File: src/hw/ps2_pkg.sv
//==========================================================================
// PS/2 event word layout and the scan codes the keypad emulation knows
// Imported by the keyboard decoder and the top level
//==========================================================================
package ps2_pkg;

        // Event word fields
        localparam int PS2_KEY_W       = 11;
        localparam int PS2_TOGGLE_BIT  = 10;
        localparam int PS2_PRESSED_BIT = 9;
        localparam int PS2_CODE_W      = 9;

        // Main row digits
        localparam logic [7:0] SC_1 = 8'h16;
        localparam logic [7:0] SC_2 = 8'h1E;
        localparam logic [7:0] SC_3 = 8'h26;
        localparam logic [7:0] SC_4 = 8'h25;
        localparam logic [7:0] SC_5 = 8'h2E;
        localparam logic [7:0] SC_6 = 8'h36;
        localparam logic [7:0] SC_7 = 8'h3D;
        localparam logic [7:0] SC_8 = 8'h3E;
        localparam logic [7:0] SC_9 = 8'h46;
        localparam logic [7:0] SC_0 = 8'h45;

        // Numeric pad digits
        localparam logic [7:0] SC_KP1 = 8'h69;
        localparam logic [7:0] SC_KP2 = 8'h72;
        localparam logic [7:0] SC_KP3 = 8'h7A;
        localparam logic [7:0] SC_KP4 = 8'h6B;
        localparam logic [7:0] SC_KP5 = 8'h73;
        localparam logic [7:0] SC_KP6 = 8'h74;
        localparam logic [7:0] SC_KP7 = 8'h6C;
        localparam logic [7:0] SC_KP8 = 8'h75;
        localparam logic [7:0] SC_KP9 = 8'h7D;
        localparam logic [7:0] SC_KP0 = 8'h70;

        // Star, shifts and keypad minus
        localparam logic [7:0] SC_KPSTAR  = 8'h7C;
        localparam logic [7:0] SC_LSHIFT  = 8'h12;
        localparam logic [7:0] SC_RSHIFT  = 8'h59;
        localparam logic [7:0] SC_KPMINUS = 8'h7B;

endpackage

File: src/hw/cv_ctrl_pkg.sv
//==========================================================================
// Controller path definitions: keypad indices, joystick bits, line codes
// Imported by every controller module and the testbench
//==========================================================================
package cv_ctrl_pkg;

        localparam int JOY_W    = 32;
        localparam int KEYPAD_N = 20;

        // Keypad vector indices
        localparam int KP_DIGIT0 = 0;
        localparam int KP_DIGIT1 = 1;
        localparam int KP_DIGIT2 = 2;
        localparam int KP_DIGIT3 = 3;
        localparam int KP_DIGIT4 = 4;
        localparam int KP_DIGIT5 = 5;
        localparam int KP_DIGIT6 = 6;
        localparam int KP_DIGIT7 = 7;
        localparam int KP_DIGIT8 = 8;
        localparam int KP_DIGIT9 = 9;
        localparam int KP_STAR   = 10;
        localparam int KP_HASH   = 11;
        localparam int KP_PURPLE = 12;
        localparam int KP_BLUE   = 13;
        localparam int KP_UP     = 14;
        localparam int KP_DOWN   = 15;
        localparam int KP_LEFT   = 16;
        localparam int KP_RIGHT  = 17;
        localparam int KP_FIRE_L = 18;
        localparam int KP_FIRE_R = 19;

        // Host joystick word bit positions
        localparam int JOY_RIGHT      = 0;
        localparam int JOY_LEFT       = 1;
        localparam int JOY_DOWN       = 2;
        localparam int JOY_UP         = 3;
        localparam int JOY_FIRE_L     = 4;
        localparam int JOY_FIRE_R     = 5;
        localparam int JOY_STAR       = 6;
        localparam int JOY_HASH       = 7;
        localparam int JOY_DIGIT_BASE = 8;
        localparam int JOY_PURPLE     = 18;
        localparam int JOY_BLUE       = 19;

        typedef logic [KEYPAD_N-1:0] keypad_t;
        typedef logic [3:0]          ctrl_lines_t;

        // Keypad line codes, active low
        localparam ctrl_lines_t CODE_KEY0   = 4'b0011;
        localparam ctrl_lines_t CODE_KEY1   = 4'b1110;
        localparam ctrl_lines_t CODE_KEY2   = 4'b1101;
        localparam ctrl_lines_t CODE_KEY3   = 4'b0110;
        localparam ctrl_lines_t CODE_KEY4   = 4'b0001;
        localparam ctrl_lines_t CODE_KEY5   = 4'b1001;
        localparam ctrl_lines_t CODE_KEY6   = 4'b0111;
        localparam ctrl_lines_t CODE_KEY7   = 4'b1100;
        localparam ctrl_lines_t CODE_KEY8   = 4'b1000;
        localparam ctrl_lines_t CODE_KEY9   = 4'b1011;
        localparam ctrl_lines_t CODE_STAR   = 4'b1010;
        localparam ctrl_lines_t CODE_HASH   = 4'b0101;
        localparam ctrl_lines_t CODE_PURPLE = 4'b0100;
        localparam ctrl_lines_t CODE_BLUE   = 4'b0010;
        localparam ctrl_lines_t CODE_NONE   = 4'b1111;

        // Buttons held on the PS/2 keyboard
        typedef struct packed {
                logic [9:0] digit;
                logic       star;
                logic       hash;
        } kbd_keys_t;

endpackage

File: src/hw/keypad_if.sv
//==========================================================================
// One player's keypad vector, driven by the merge and read by an encoder
//==========================================================================
`timescale 1ns/1ps

interface keypad_if import cv_ctrl_pkg::*; ();

        // Level only, no handshake
        keypad_t keys;

        modport source (
                output keys
        );

        modport sink (
                input keys
        );

endinterface

File: src/hw/kbd_keypad_decoder.sv
//==========================================================================
// Keypad emulation from PS/2 keyboard events
// Each toggle of the event word updates one held button
//==========================================================================
`timescale 1ns/1ps

module kbd_keypad_decoder import ps2_pkg::*, cv_ctrl_pkg::*; (
        input  logic                 clk_sys,
        input  logic                 rst_n_i,
        input  logic [PS2_KEY_W-1:0] ps2_key_i,
        output kbd_keys_t            kbd_keys_o
);

        logic [PS2_CODE_W-1:0] code;
        logic                  pressed;
        logic                  toggle;
        logic                  toggle_q;
        logic                  event_seen;
        logic [9:0]            digit_q;
        logic                  star_q;
        logic                  minus_q;
        logic                  shift_q;

        assign code       = ps2_key_i[PS2_CODE_W-1:0];
        assign pressed    = ps2_key_i[PS2_PRESSED_BIT];
        assign toggle     = ps2_key_i[PS2_TOGGLE_BIT];
        assign event_seen = toggle != toggle_q;

        always_ff @(posedge clk_sys) begin
                if (!rst_n_i) begin
                        toggle_q <= 1'b0;
                end else begin
                        toggle_q <= toggle;
                end
        end

        //==================================================================
        // Button registers
        //==================================================================

        // Extended prefix bit 8 is not looked at
        always_ff @(posedge clk_sys) begin
                if (!rst_n_i) begin
                        digit_q <= '0;
                        star_q  <= 1'b0;
                        minus_q <= 1'b0;
                        shift_q <= 1'b0;
                end else if (event_seen) begin
                        case (code[7:0])
                                SC_0, SC_KP0: digit_q[0] <= pressed;
                                SC_1, SC_KP1: digit_q[1] <= pressed;
                                SC_2, SC_KP2: digit_q[2] <= pressed;
                                SC_3, SC_KP3: digit_q[3] <= pressed;
                                SC_4, SC_KP4: digit_q[4] <= pressed;
                                SC_5, SC_KP5: digit_q[5] <= pressed;
                                SC_6, SC_KP6: digit_q[6] <= pressed;
                                SC_7, SC_KP7: digit_q[7] <= pressed;
                                SC_8, SC_KP8: digit_q[8] <= pressed;
                                SC_9, SC_KP9: digit_q[9] <= pressed;
                                SC_KPSTAR:    star_q     <= pressed;
                                SC_KPMINUS:   minus_q    <= pressed;
                                // Both shift keys share one register
                                SC_LSHIFT, SC_RSHIFT: shift_q <= pressed;
                                default: ;
                        endcase
                end
        end

        //==================================================================
        // Button outputs
        //==================================================================

        // Shift+8 gives star and shift+3 gives hash
        assign kbd_keys_o.digit = digit_q;
        assign kbd_keys_o.star  = star_q | (shift_q & digit_q[8]);
        assign kbd_keys_o.hash  = minus_q | (shift_q & digit_q[3]);

endmodule

File: src/hw/joy_keypad_merge.sv
//==========================================================================
// Joystick swap and remap into keypad vectors, keyboard buttons merged in
//==========================================================================
`timescale 1ns/1ps

module joy_keypad_merge import cv_ctrl_pkg::*; (
        input  logic [JOY_W-1:0] joy0_i,
        input  logic [JOY_W-1:0] joy1_i,
        input  logic             swap_i,
        input  kbd_keys_t        kbd_keys_i,
        keypad_if.source         kp0,
        keypad_if.source         kp1
);

        logic [JOY_W-1:0] joy_a;
        logic [JOY_W-1:0] joy_b;
        keypad_t          kbd_vec;

        // Host joystick word to keypad vector
        function automatic keypad_t map_joy(input logic [JOY_W-1:0] joy);
                keypad_t kp;
                for (int d = 0; d <= KP_DIGIT9 - KP_DIGIT0; d++) begin
                        kp[KP_DIGIT0 + d] = joy[JOY_DIGIT_BASE + d];
                end
                kp[KP_STAR]   = joy[JOY_STAR];
                kp[KP_HASH]   = joy[JOY_HASH];
                kp[KP_PURPLE] = joy[JOY_PURPLE];
                kp[KP_BLUE]   = joy[JOY_BLUE];
                kp[KP_UP]     = joy[JOY_UP];
                kp[KP_DOWN]   = joy[JOY_DOWN];
                kp[KP_LEFT]   = joy[JOY_LEFT];
                kp[KP_RIGHT]  = joy[JOY_RIGHT];
                kp[KP_FIRE_L] = joy[JOY_FIRE_L];
                kp[KP_FIRE_R] = joy[JOY_FIRE_R];
                return kp;
        endfunction

        // Player swap
        assign joy_a = swap_i ? joy1_i : joy0_i;
        assign joy_b = swap_i ? joy0_i : joy1_i;

        // Keyboard covers digits, star and hash only
        always_comb begin
                kbd_vec = '0;
                kbd_vec[KP_DIGIT9:KP_DIGIT0] = kbd_keys_i.digit;
                kbd_vec[KP_STAR]             = kbd_keys_i.star;
                kbd_vec[KP_HASH]             = kbd_keys_i.hash;
        end

        // The keyboard acts on both players
        assign kp0.keys = map_joy(joy_a) | kbd_vec;
        assign kp1.keys = map_joy(joy_b) | kbd_vec;

endmodule

File: src/hw/ctrl_port_encoder.sv
//==========================================================================
// One controller port: keypad vector onto the lines under the two strobes
//==========================================================================
`timescale 1ns/1ps

module ctrl_port_encoder import cv_ctrl_pkg::*; (
        keypad_if.sink      kp_i,
        input  logic        kp_strobe_n_i,
        input  logic        joy_strobe_n_i,
        output ctrl_lines_t lines_o,
        output logic        fire_n_o
);

        ctrl_lines_t kp_code;
        ctrl_lines_t kp_part;
        ctrl_lines_t joy_part;
        logic        kp_fire_n;
        logic        joy_fire_n;

        function automatic ctrl_lines_t code_of(input int idx);
                case (idx)
                        KP_DIGIT0: return CODE_KEY0;
                        KP_DIGIT1: return CODE_KEY1;
                        KP_DIGIT2: return CODE_KEY2;
                        KP_DIGIT3: return CODE_KEY3;
                        KP_DIGIT4: return CODE_KEY4;
                        KP_DIGIT5: return CODE_KEY5;
                        KP_DIGIT6: return CODE_KEY6;
                        KP_DIGIT7: return CODE_KEY7;
                        KP_DIGIT8: return CODE_KEY8;
                        KP_DIGIT9: return CODE_KEY9;
                        KP_STAR:   return CODE_STAR;
                        KP_HASH:   return CODE_HASH;
                        KP_PURPLE: return CODE_PURPLE;
                        KP_BLUE:   return CODE_BLUE;
                        default:   return CODE_NONE;
                endcase
        endfunction

        // Lowest set index wins, scanned from blue down
        always_comb begin
                kp_code = CODE_NONE;
                for (int i = KP_BLUE; i >= KP_DIGIT0; i--) begin
                        if (kp_i.keys[i]) begin
                                kp_code = code_of(i);
                        end
                end
        end

        //==================================================================
        // Strobe selection
        //==================================================================

        // Keypad half, right fire
        assign kp_part   = kp_strobe_n_i ? CODE_NONE : kp_code;
        assign kp_fire_n = kp_strobe_n_i | ~kp_i.keys[KP_FIRE_R];

        // Joystick half, directions as bits 3 to 0, left fire
        assign joy_part   = joy_strobe_n_i ? 4'b1111 :
                            ~{kp_i.keys[KP_UP], kp_i.keys[KP_DOWN],
                              kp_i.keys[KP_LEFT], kp_i.keys[KP_RIGHT]};
        assign joy_fire_n = joy_strobe_n_i | ~kp_i.keys[KP_FIRE_L];

        // Active-low lines, so both halves combine by AND
        assign lines_o  = kp_part & joy_part;
        assign fire_n_o = kp_fire_n & joy_fire_n;

endmodule

File: src/hw/cv_ctrl_top.sv
//==========================================================================
// Controller input path top level
// PS/2 and joystick inputs in, two controller ports out
//==========================================================================
`timescale 1ns/1ps

module cv_ctrl_top import ps2_pkg::*, cv_ctrl_pkg::*; (
        input  logic                 clk_sys,
        input  logic                 rst_n_i,
        input  logic [PS2_KEY_W-1:0] ps2_key_i,
        input  logic [JOY_W-1:0]     joy0_i,
        input  logic [JOY_W-1:0]     joy1_i,
        input  logic                 swap_i,
        input  logic [1:0]           kp_strobe_n_i,
        input  logic [1:0]           joy_strobe_n_i,
        output ctrl_lines_t          ctrl0_lines_o,
        output ctrl_lines_t          ctrl1_lines_o,
        output logic                 fire0_n_o,
        output logic                 fire1_n_o
);

        kbd_keys_t kbd_keys;

        // One keypad vector per player
        keypad_if kp_if0 ();
        keypad_if kp_if1 ();

        kbd_keypad_decoder kbd_keypad_decoder_inst (
                .clk_sys    (clk_sys),
                .rst_n_i    (rst_n_i),
                .ps2_key_i  (ps2_key_i),
                .kbd_keys_o (kbd_keys)
        );

        joy_keypad_merge joy_keypad_merge_inst (
                .joy0_i     (joy0_i),
                .joy1_i     (joy1_i),
                .swap_i     (swap_i),
                .kbd_keys_i (kbd_keys),
                .kp0        (kp_if0.source),
                .kp1        (kp_if1.source)
        );

        //==================================================================
        // Port encoders, strobe bit n serves port n
        //==================================================================

        ctrl_port_encoder enc0 (
                .kp_i           (kp_if0.sink),
                .kp_strobe_n_i  (kp_strobe_n_i[0]),
                .joy_strobe_n_i (joy_strobe_n_i[0]),
                .lines_o        (ctrl0_lines_o),
                .fire_n_o       (fire0_n_o)
        );

        ctrl_port_encoder enc1 (
                .kp_i           (kp_if1.sink),
                .kp_strobe_n_i  (kp_strobe_n_i[1]),
                .joy_strobe_n_i (joy_strobe_n_i[1]),
                .lines_o        (ctrl1_lines_o),
                .fire_n_o       (fire1_n_o)
        );

endmodule

File: config.mk
export PLATFORM = sky130hd
export DESIGN_NAME = cv_ctrl_top
export DESIGN_NICKNAME = d
export VERILOG_FILES = /design/src/hw/ps2_pkg.sv /design/src/hw/cv_ctrl_pkg.sv /design/src/hw/keypad_if.sv /design/src/hw/kbd_keypad_decoder.sv /design/src/hw/joy_keypad_merge.sv /design/src/hw/ctrl_port_encoder.sv /design/src/hw/cv_ctrl_top.sv
export SDC_FILE = /design/constraint.sdc
export NUM_CORES = 1
export LEC_CHECK = 0
export BUFFER_PORTS_ARGS = -buffer_cell sky130_fd_sc_hd__buf_2
export CORE_MARGIN = 2
export CORE_UTILIZATION = 43
export DETAILED_ROUTE_END_ITERATION = 10
export GPL_TIMING_DRIVEN = 0
export HOLD_SLACK_MARGIN = 0.03
export PLACE_DENSITY_LB_ADDON = 0.05
export SYNTH_ARGS = -nofsm -noshare
export SYNTH_HDL_FRONTEND = slang
export SYNTH_SLANG_ARGS = --single-unit
File: constraint.sdc
create_clock -name clk_sys -period 1.4 [get_ports clk_sys]
set_input_delay 0.07 -clock clk_sys [delete_from_list [all_inputs] [get_ports clk_sys]]
set_output_delay 0.07 -clock clk_sys [all_outputs]
set_load 0.01 [all_outputs]
Word-level counts from Yosys, hierarchy flattened
Index checks and enable logic that the tools add are counted.
Storage, ports and cells
  register bits: 14
  output and inout bits: 10
  word-level logic and storage cells: 117
Operators by class
  equal/unequal tests: 25
  mux-type cells: 34
  reduce and logical (&&, ||, !) cells: 24
  bitwise operators: 20
Operators by type and width (count)
  4-bit two-way mux: 32
  8-bit by 7-bit == test with 1-bit output, second input constant: 15
  8-bit by 6-bit == test with 1-bit output, second input constant: 6
  20-bit two-way mux: 2
  20-bit by 12-bit OR with 20-bit output: 2
  2-bit AND reduction: 13
  8-bit by 5-bit == test with 1-bit output, second input constant: 3
  2-bit OR reduction: 11
  4-bit AND: 2
  4-bit inverter: 2
  1-bit OR: 6
  1-bit AND: 4
  1-bit inverter: 4
  1-bit inequality test: 1

Logic depth before layout (Yosys ltp)
  depth after elaboration: 19
  gate-level depth with buffers: 8

By module
From an unflattened synthesis, not the netlist that was laid out.
Unflattened totals
  cell total of the unflattened synthesis: 255
  area, all modules: 2038.2 µm²
By module, submodules not included
  kbd_keypad_decoder: times used 1, cells an instance 106, seq. area each 280.3 µm², area an instance 933.4 µm²
  joy_keypad_merge: times used 1, cells an instance 71, seq. area each 0.0 µm², area an instance 609.3 µm²
  ctrl_port_encoder: times used 2, cells an instance 39, seq. area each 0.0 µm², area an instance 247.7 µm²

Least setup slack after synthesis
Ideal clock, no wire load.
  path type: register -> output
  from: register kbd_keypad_decoder_inst.digit_q[8]
  to: output port ctrl0_lines_o[1]
  arrival time: 1.397 ns
  stages on the path, launching flop included: 6
  slack: -0.067 ns
  cell sequence: dfxtp_1 -> a21oi_1 -> and4_1 -> nand3_1 -> a2111oi_2 -> nor2_1
On the way
  longest elaborated chain between the ends: 16
Ends and longest elaborated chain
  start, declared: line kbd_keypad_decoder.sv:19  | logic [9:0] digit_q;
  start signal, assigned: line kbd_keypad_decoder.sv:58  | SC_8, SC_KP8: digit_q[8] <= pressed;
  1-bit AND: line kbd_keypad_decoder.sv:75  | assign kbd_keys_o.star = star_q | (shift_q & digit_q[8]);
  1-bit OR: line kbd_keypad_decoder.sv:75
  20-bit by 12-bit OR with 20-bit output *: line joy_keypad_merge.sv:51  | assign kp0.keys = map_joy(joy_a) | kbd_vec;
  4-bit two-way mux (2 in a row): line ctrl_port_encoder.sv:44  | if (kp_i.keys[i]) begin
  4-bit two-way mux * (9 in a row): line ctrl_port_encoder.sv:44
  4-bit two-way mux *: line ctrl_port_encoder.sv:55  | assign kp_part = kp_strobe_n_i ? CODE_NONE : kp_code;
  4-bit AND *: line ctrl_port_encoder.sv:65  | assign lines_o = kp_part & joy_part;
  end, declared: line cv_ctrl_top.sv:16  | output ctrl_lines_t ctrl0_lines_o,
Mark *: on every way between the ends. The rest lies on a longest branch, timed or not.

Worst setup path in the final report
  from: register kbd_keypad_decoder_inst.digit_q[3]
  to: output port ctrl0_lines_o[2]
On the way
  longest elaborated chain between the ends: 17
Ends and longest elaborated chain
  start signal, assigned: line kbd_keypad_decoder.sv:53  | SC_3, SC_KP3: digit_q[3] <= pressed;
  1-bit AND: line kbd_keypad_decoder.sv:76  | assign kbd_keys_o.hash = minus_q | (shift_q & digit_q[3]);
  1-bit OR: line kbd_keypad_decoder.sv:76
  20-bit by 12-bit OR with 20-bit output *: line joy_keypad_merge.sv:51
  4-bit two-way mux (8 in a row): line ctrl_port_encoder.sv:44
  4-bit two-way mux * (4 in a row): line ctrl_port_encoder.sv:44
  4-bit two-way mux *: line ctrl_port_encoder.sv:55
  4-bit AND *: line ctrl_port_encoder.sv:65
Marks and branches as above.

==> flow_summary.toml <==
[placement]
dp.cells = 360
place.gp.congestion = 0.9225
place_hpwl_mm = 4.595
post-place-ws_ns = -0.4143
io_buffer_count = 63

[setup_path]
crit_path_end_kind = "output port"
crit_arrival_ns = 1.82
crit_required_ns = 1.33
reg2reg_slack_ns = -0.10
cp-startpoint = "kbd_keypad_decoder_inst.digit_q[3]"
cp-start-kind = "flip-flop"
reg2reg_depth = 5
worstSetupEndpoint = "ctrl0_lines_o[2]"
reg2reg_to = "kbd_keypad_decoder_inst.digit_q[5]"
path_max_fanout = 4
criticalPathCategory = "flip-flop to output port"
worstReg2RegStart = "kbd_keypad_decoder_inst.toggle_q"

[cts]
cts_tree = "built"
htree_levels = 1
clock_path_buffers = 2
clk_latency_ns = 0.25
cts_made_buffers = 3
cts_root_buf = "clkbuf_8"
numClockSinks = 14
clkSlewWorstSetupHoldPaths_ns = 0.06

[floorplan]
ios = 92
die_w_um = 71.93
start_util_pct = 44.95
core_area_sq_um = 4414
rows = 24
dieArea_sq_um = 5174
die-height_um = 71.93

[routing]
wl_per_cell_um = 16.51
drtIter0Drc = 140
drc = 0
vias_per_cell = 6.063
routed_wl_mm = 6.256
ant_nets = 0
route.vias.total = 2298
drtPass1Iterations = 4

[synth]
yosysSeqAreaShare_pct = 14.12
ys_top_cells_by_area = "mux2i_1 17%, dfxtp_1 14%, nor2b_1 6.3%, mux2_2 5.1%, nor3_1 3.3%"
synth_top_area_share_pct = 17.15
synth_nets = 327
synth_ff_type = "dfxtp_1"
ys_seq_elements = 14
yosysTopAreaCell = "mux2i_1"
syn_avg_cell_area_sq_um = 8.100
synth_edf_count = 0
syn_area_sq_um = 1984
ys_warn_count = 0
synthDistinctLibCells = 52
synthCells = 245
async_flop_share_pct = 0

[outcome]
status = "complete, but fails checks"
violations = "negative setup slack"

[hold_path]
hold_class = "primary input to flip-flop"

[final_layout]
antenna_cells = 0
syn_to_final_growth_pct = 44.07
fill_cells = 380
finalNonFillerCells = 379
mostFrequentLayoutCells = "66 x buf_2, 33 x mux2i_1, 20 x nor2b_1"
fin_nets = 410
layout_commonest_cell = "buf_2"
drive_gt1_share_pct = 45.26

[power]
power_uw = 1529
irDropWorstVdd_uv = 492.6
power.density_nw_per_um2 = 534.8
p_leak_uw = 0.001224

[sta]
fin_crit_ns = 1.886
drv_slew = 0
rsz0062_at_grt = "true"
finClkSkew_ns = 0.0008332
max_freq_ghz = 0.5302
hold_ws_ns = 0.1095
finalCritPeriodShare_pct = 134.7
slew_headroom_pct = 67.16
worstMarginPinSlew_ns = 0.4926
final_hold_viol_count = 0
setup_viol_count_final = 13
fin_tns_setup_ns = -3.342
fin_ws_ns = -0.4861

[global_route]
grt_pass1_vias = 2130
track_usage_pct = 23.55
grt_pass1_wl_mm = 9.811
antenna_found_initial = 0
grt_max_degree = 11
global_route.overflow_total = 0

[run]
maxCapViolations = 0
==> area by class of cell <==
type	count	area [sq um]	share of cell area, %
buffer	16	131.4	4.595
clock buffer	4	55.05	1.926
inverter	1	3.754	0.1313
multi-input combinational	214	1872	65.47
sequential	14	296.5	10.37
tap	52	65.06	2.276
timing repair buffer	78	435.4	15.23
==> metrics by stage <==
stage / cell area, sq um / utilization, %
finish: 2859 / 64.77
global placement: 2389 / 54.11
CTS: 2749 / 62.27
global route: 2859 / 64.77
floorplan: 2008 / -
detailed placement: 2389 / 54.11
==> Yosys cell counts (4+ instances only) <==
library cell	number
a211oi_1	6
nand4_1	4
nand2_1	12
a211o_1	7
nor3b_1	4
clkbuf_1	6
nor2_1	14
o22ai_1	7
nand4b_1	4
mux2i_1	34
a21oi_1	12
mux2_2	9
nor3_1	13
nor4_1	4
buf_2	5
nand2b_1	6
or3_1	4
buf_6	4
dfxtp_1	14
nand3_1	5
nor2b_1	20
==> registers in the layout, summed over array words and instances, names as in the netlist <==
register / count
kbd_keypad_decoder_inst.toggle_q: 1
kbd_keypad_decoder_inst.digit_q: 10
kbd_keypad_decoder_inst.star_q: 1
kbd_keypad_decoder_inst.minus_q: 1
kbd_keypad_decoder_inst.shift_q: 1
==> worst min path at each step <==
stage	start	endpoint	slack, ns	depth (start not counted)
after global routing	ps2_key_i[10]	kbd_keypad_decoder_inst.toggle_q	0.12	2
after floorplan	ps2_key_i[10]	kbd_keypad_decoder_inst.toggle_q	0.19	1
after CTS	ps2_key_i[9]	kbd_keypad_decoder_inst.digit_q[4]	0.11	3
after detailed placement	ps2_key_i[10]	kbd_keypad_decoder_inst.toggle_q	0.31	2
final	ps2_key_i[9]	kbd_keypad_decoder_inst.digit_q[4]	0.11	3
after global placement	ps2_key_i[10]	kbd_keypad_decoder_inst.toggle_q	0.30	2
==> where the power goes <==
group | total (uW) | switching (uW) | internal, uW
combinational | 737 | 386 | 351
sequential | 398 | 3.64 | 395
clock | 394 | 145 | 249
==> cells by family after synthesis <==
group,after synthesis,synth area share (%)
xor gates and xnor gates,2,0.8829
and+or+nand+nor,109,34.36
muxes,44,23.01
AOI/OAI and AO/OA,59,22.38
DFF,14,14.12
buffers and inverters,17,5.233
==> critical path, cell delays in order (launching register included) <==
cell and delay [ns]:
dfxtp_4 0.36, a21oi_4 0.21, nand3b_1 0.13, o211a_1 0.23, o41ai_2 0.35, a21oi_1 0.13
buf_2 0.15
==> layer usage <==
layer / global-route usage [%] / vias to the layer above / part of all wire, %
li1: - / 1131 / -
met1: 34.02 / 1074 / 47
met2: 38.27 / 89 / 47
met3: 2.639 / 4 / 5.5
met4: 4.403 / 0 / 0.37
met5: 0 / - / 0
==> what timing repair did <==
item                                   CTS  global route
endpoints found under the hold margin    0             0
resized for setup                       44            16
setup endpoints to repair               21            20
hold buffers                             0             0
buffers inserted                        11             4
pin swaps                               23            12
Note: power is estimated with default switching activity, not from simulation.
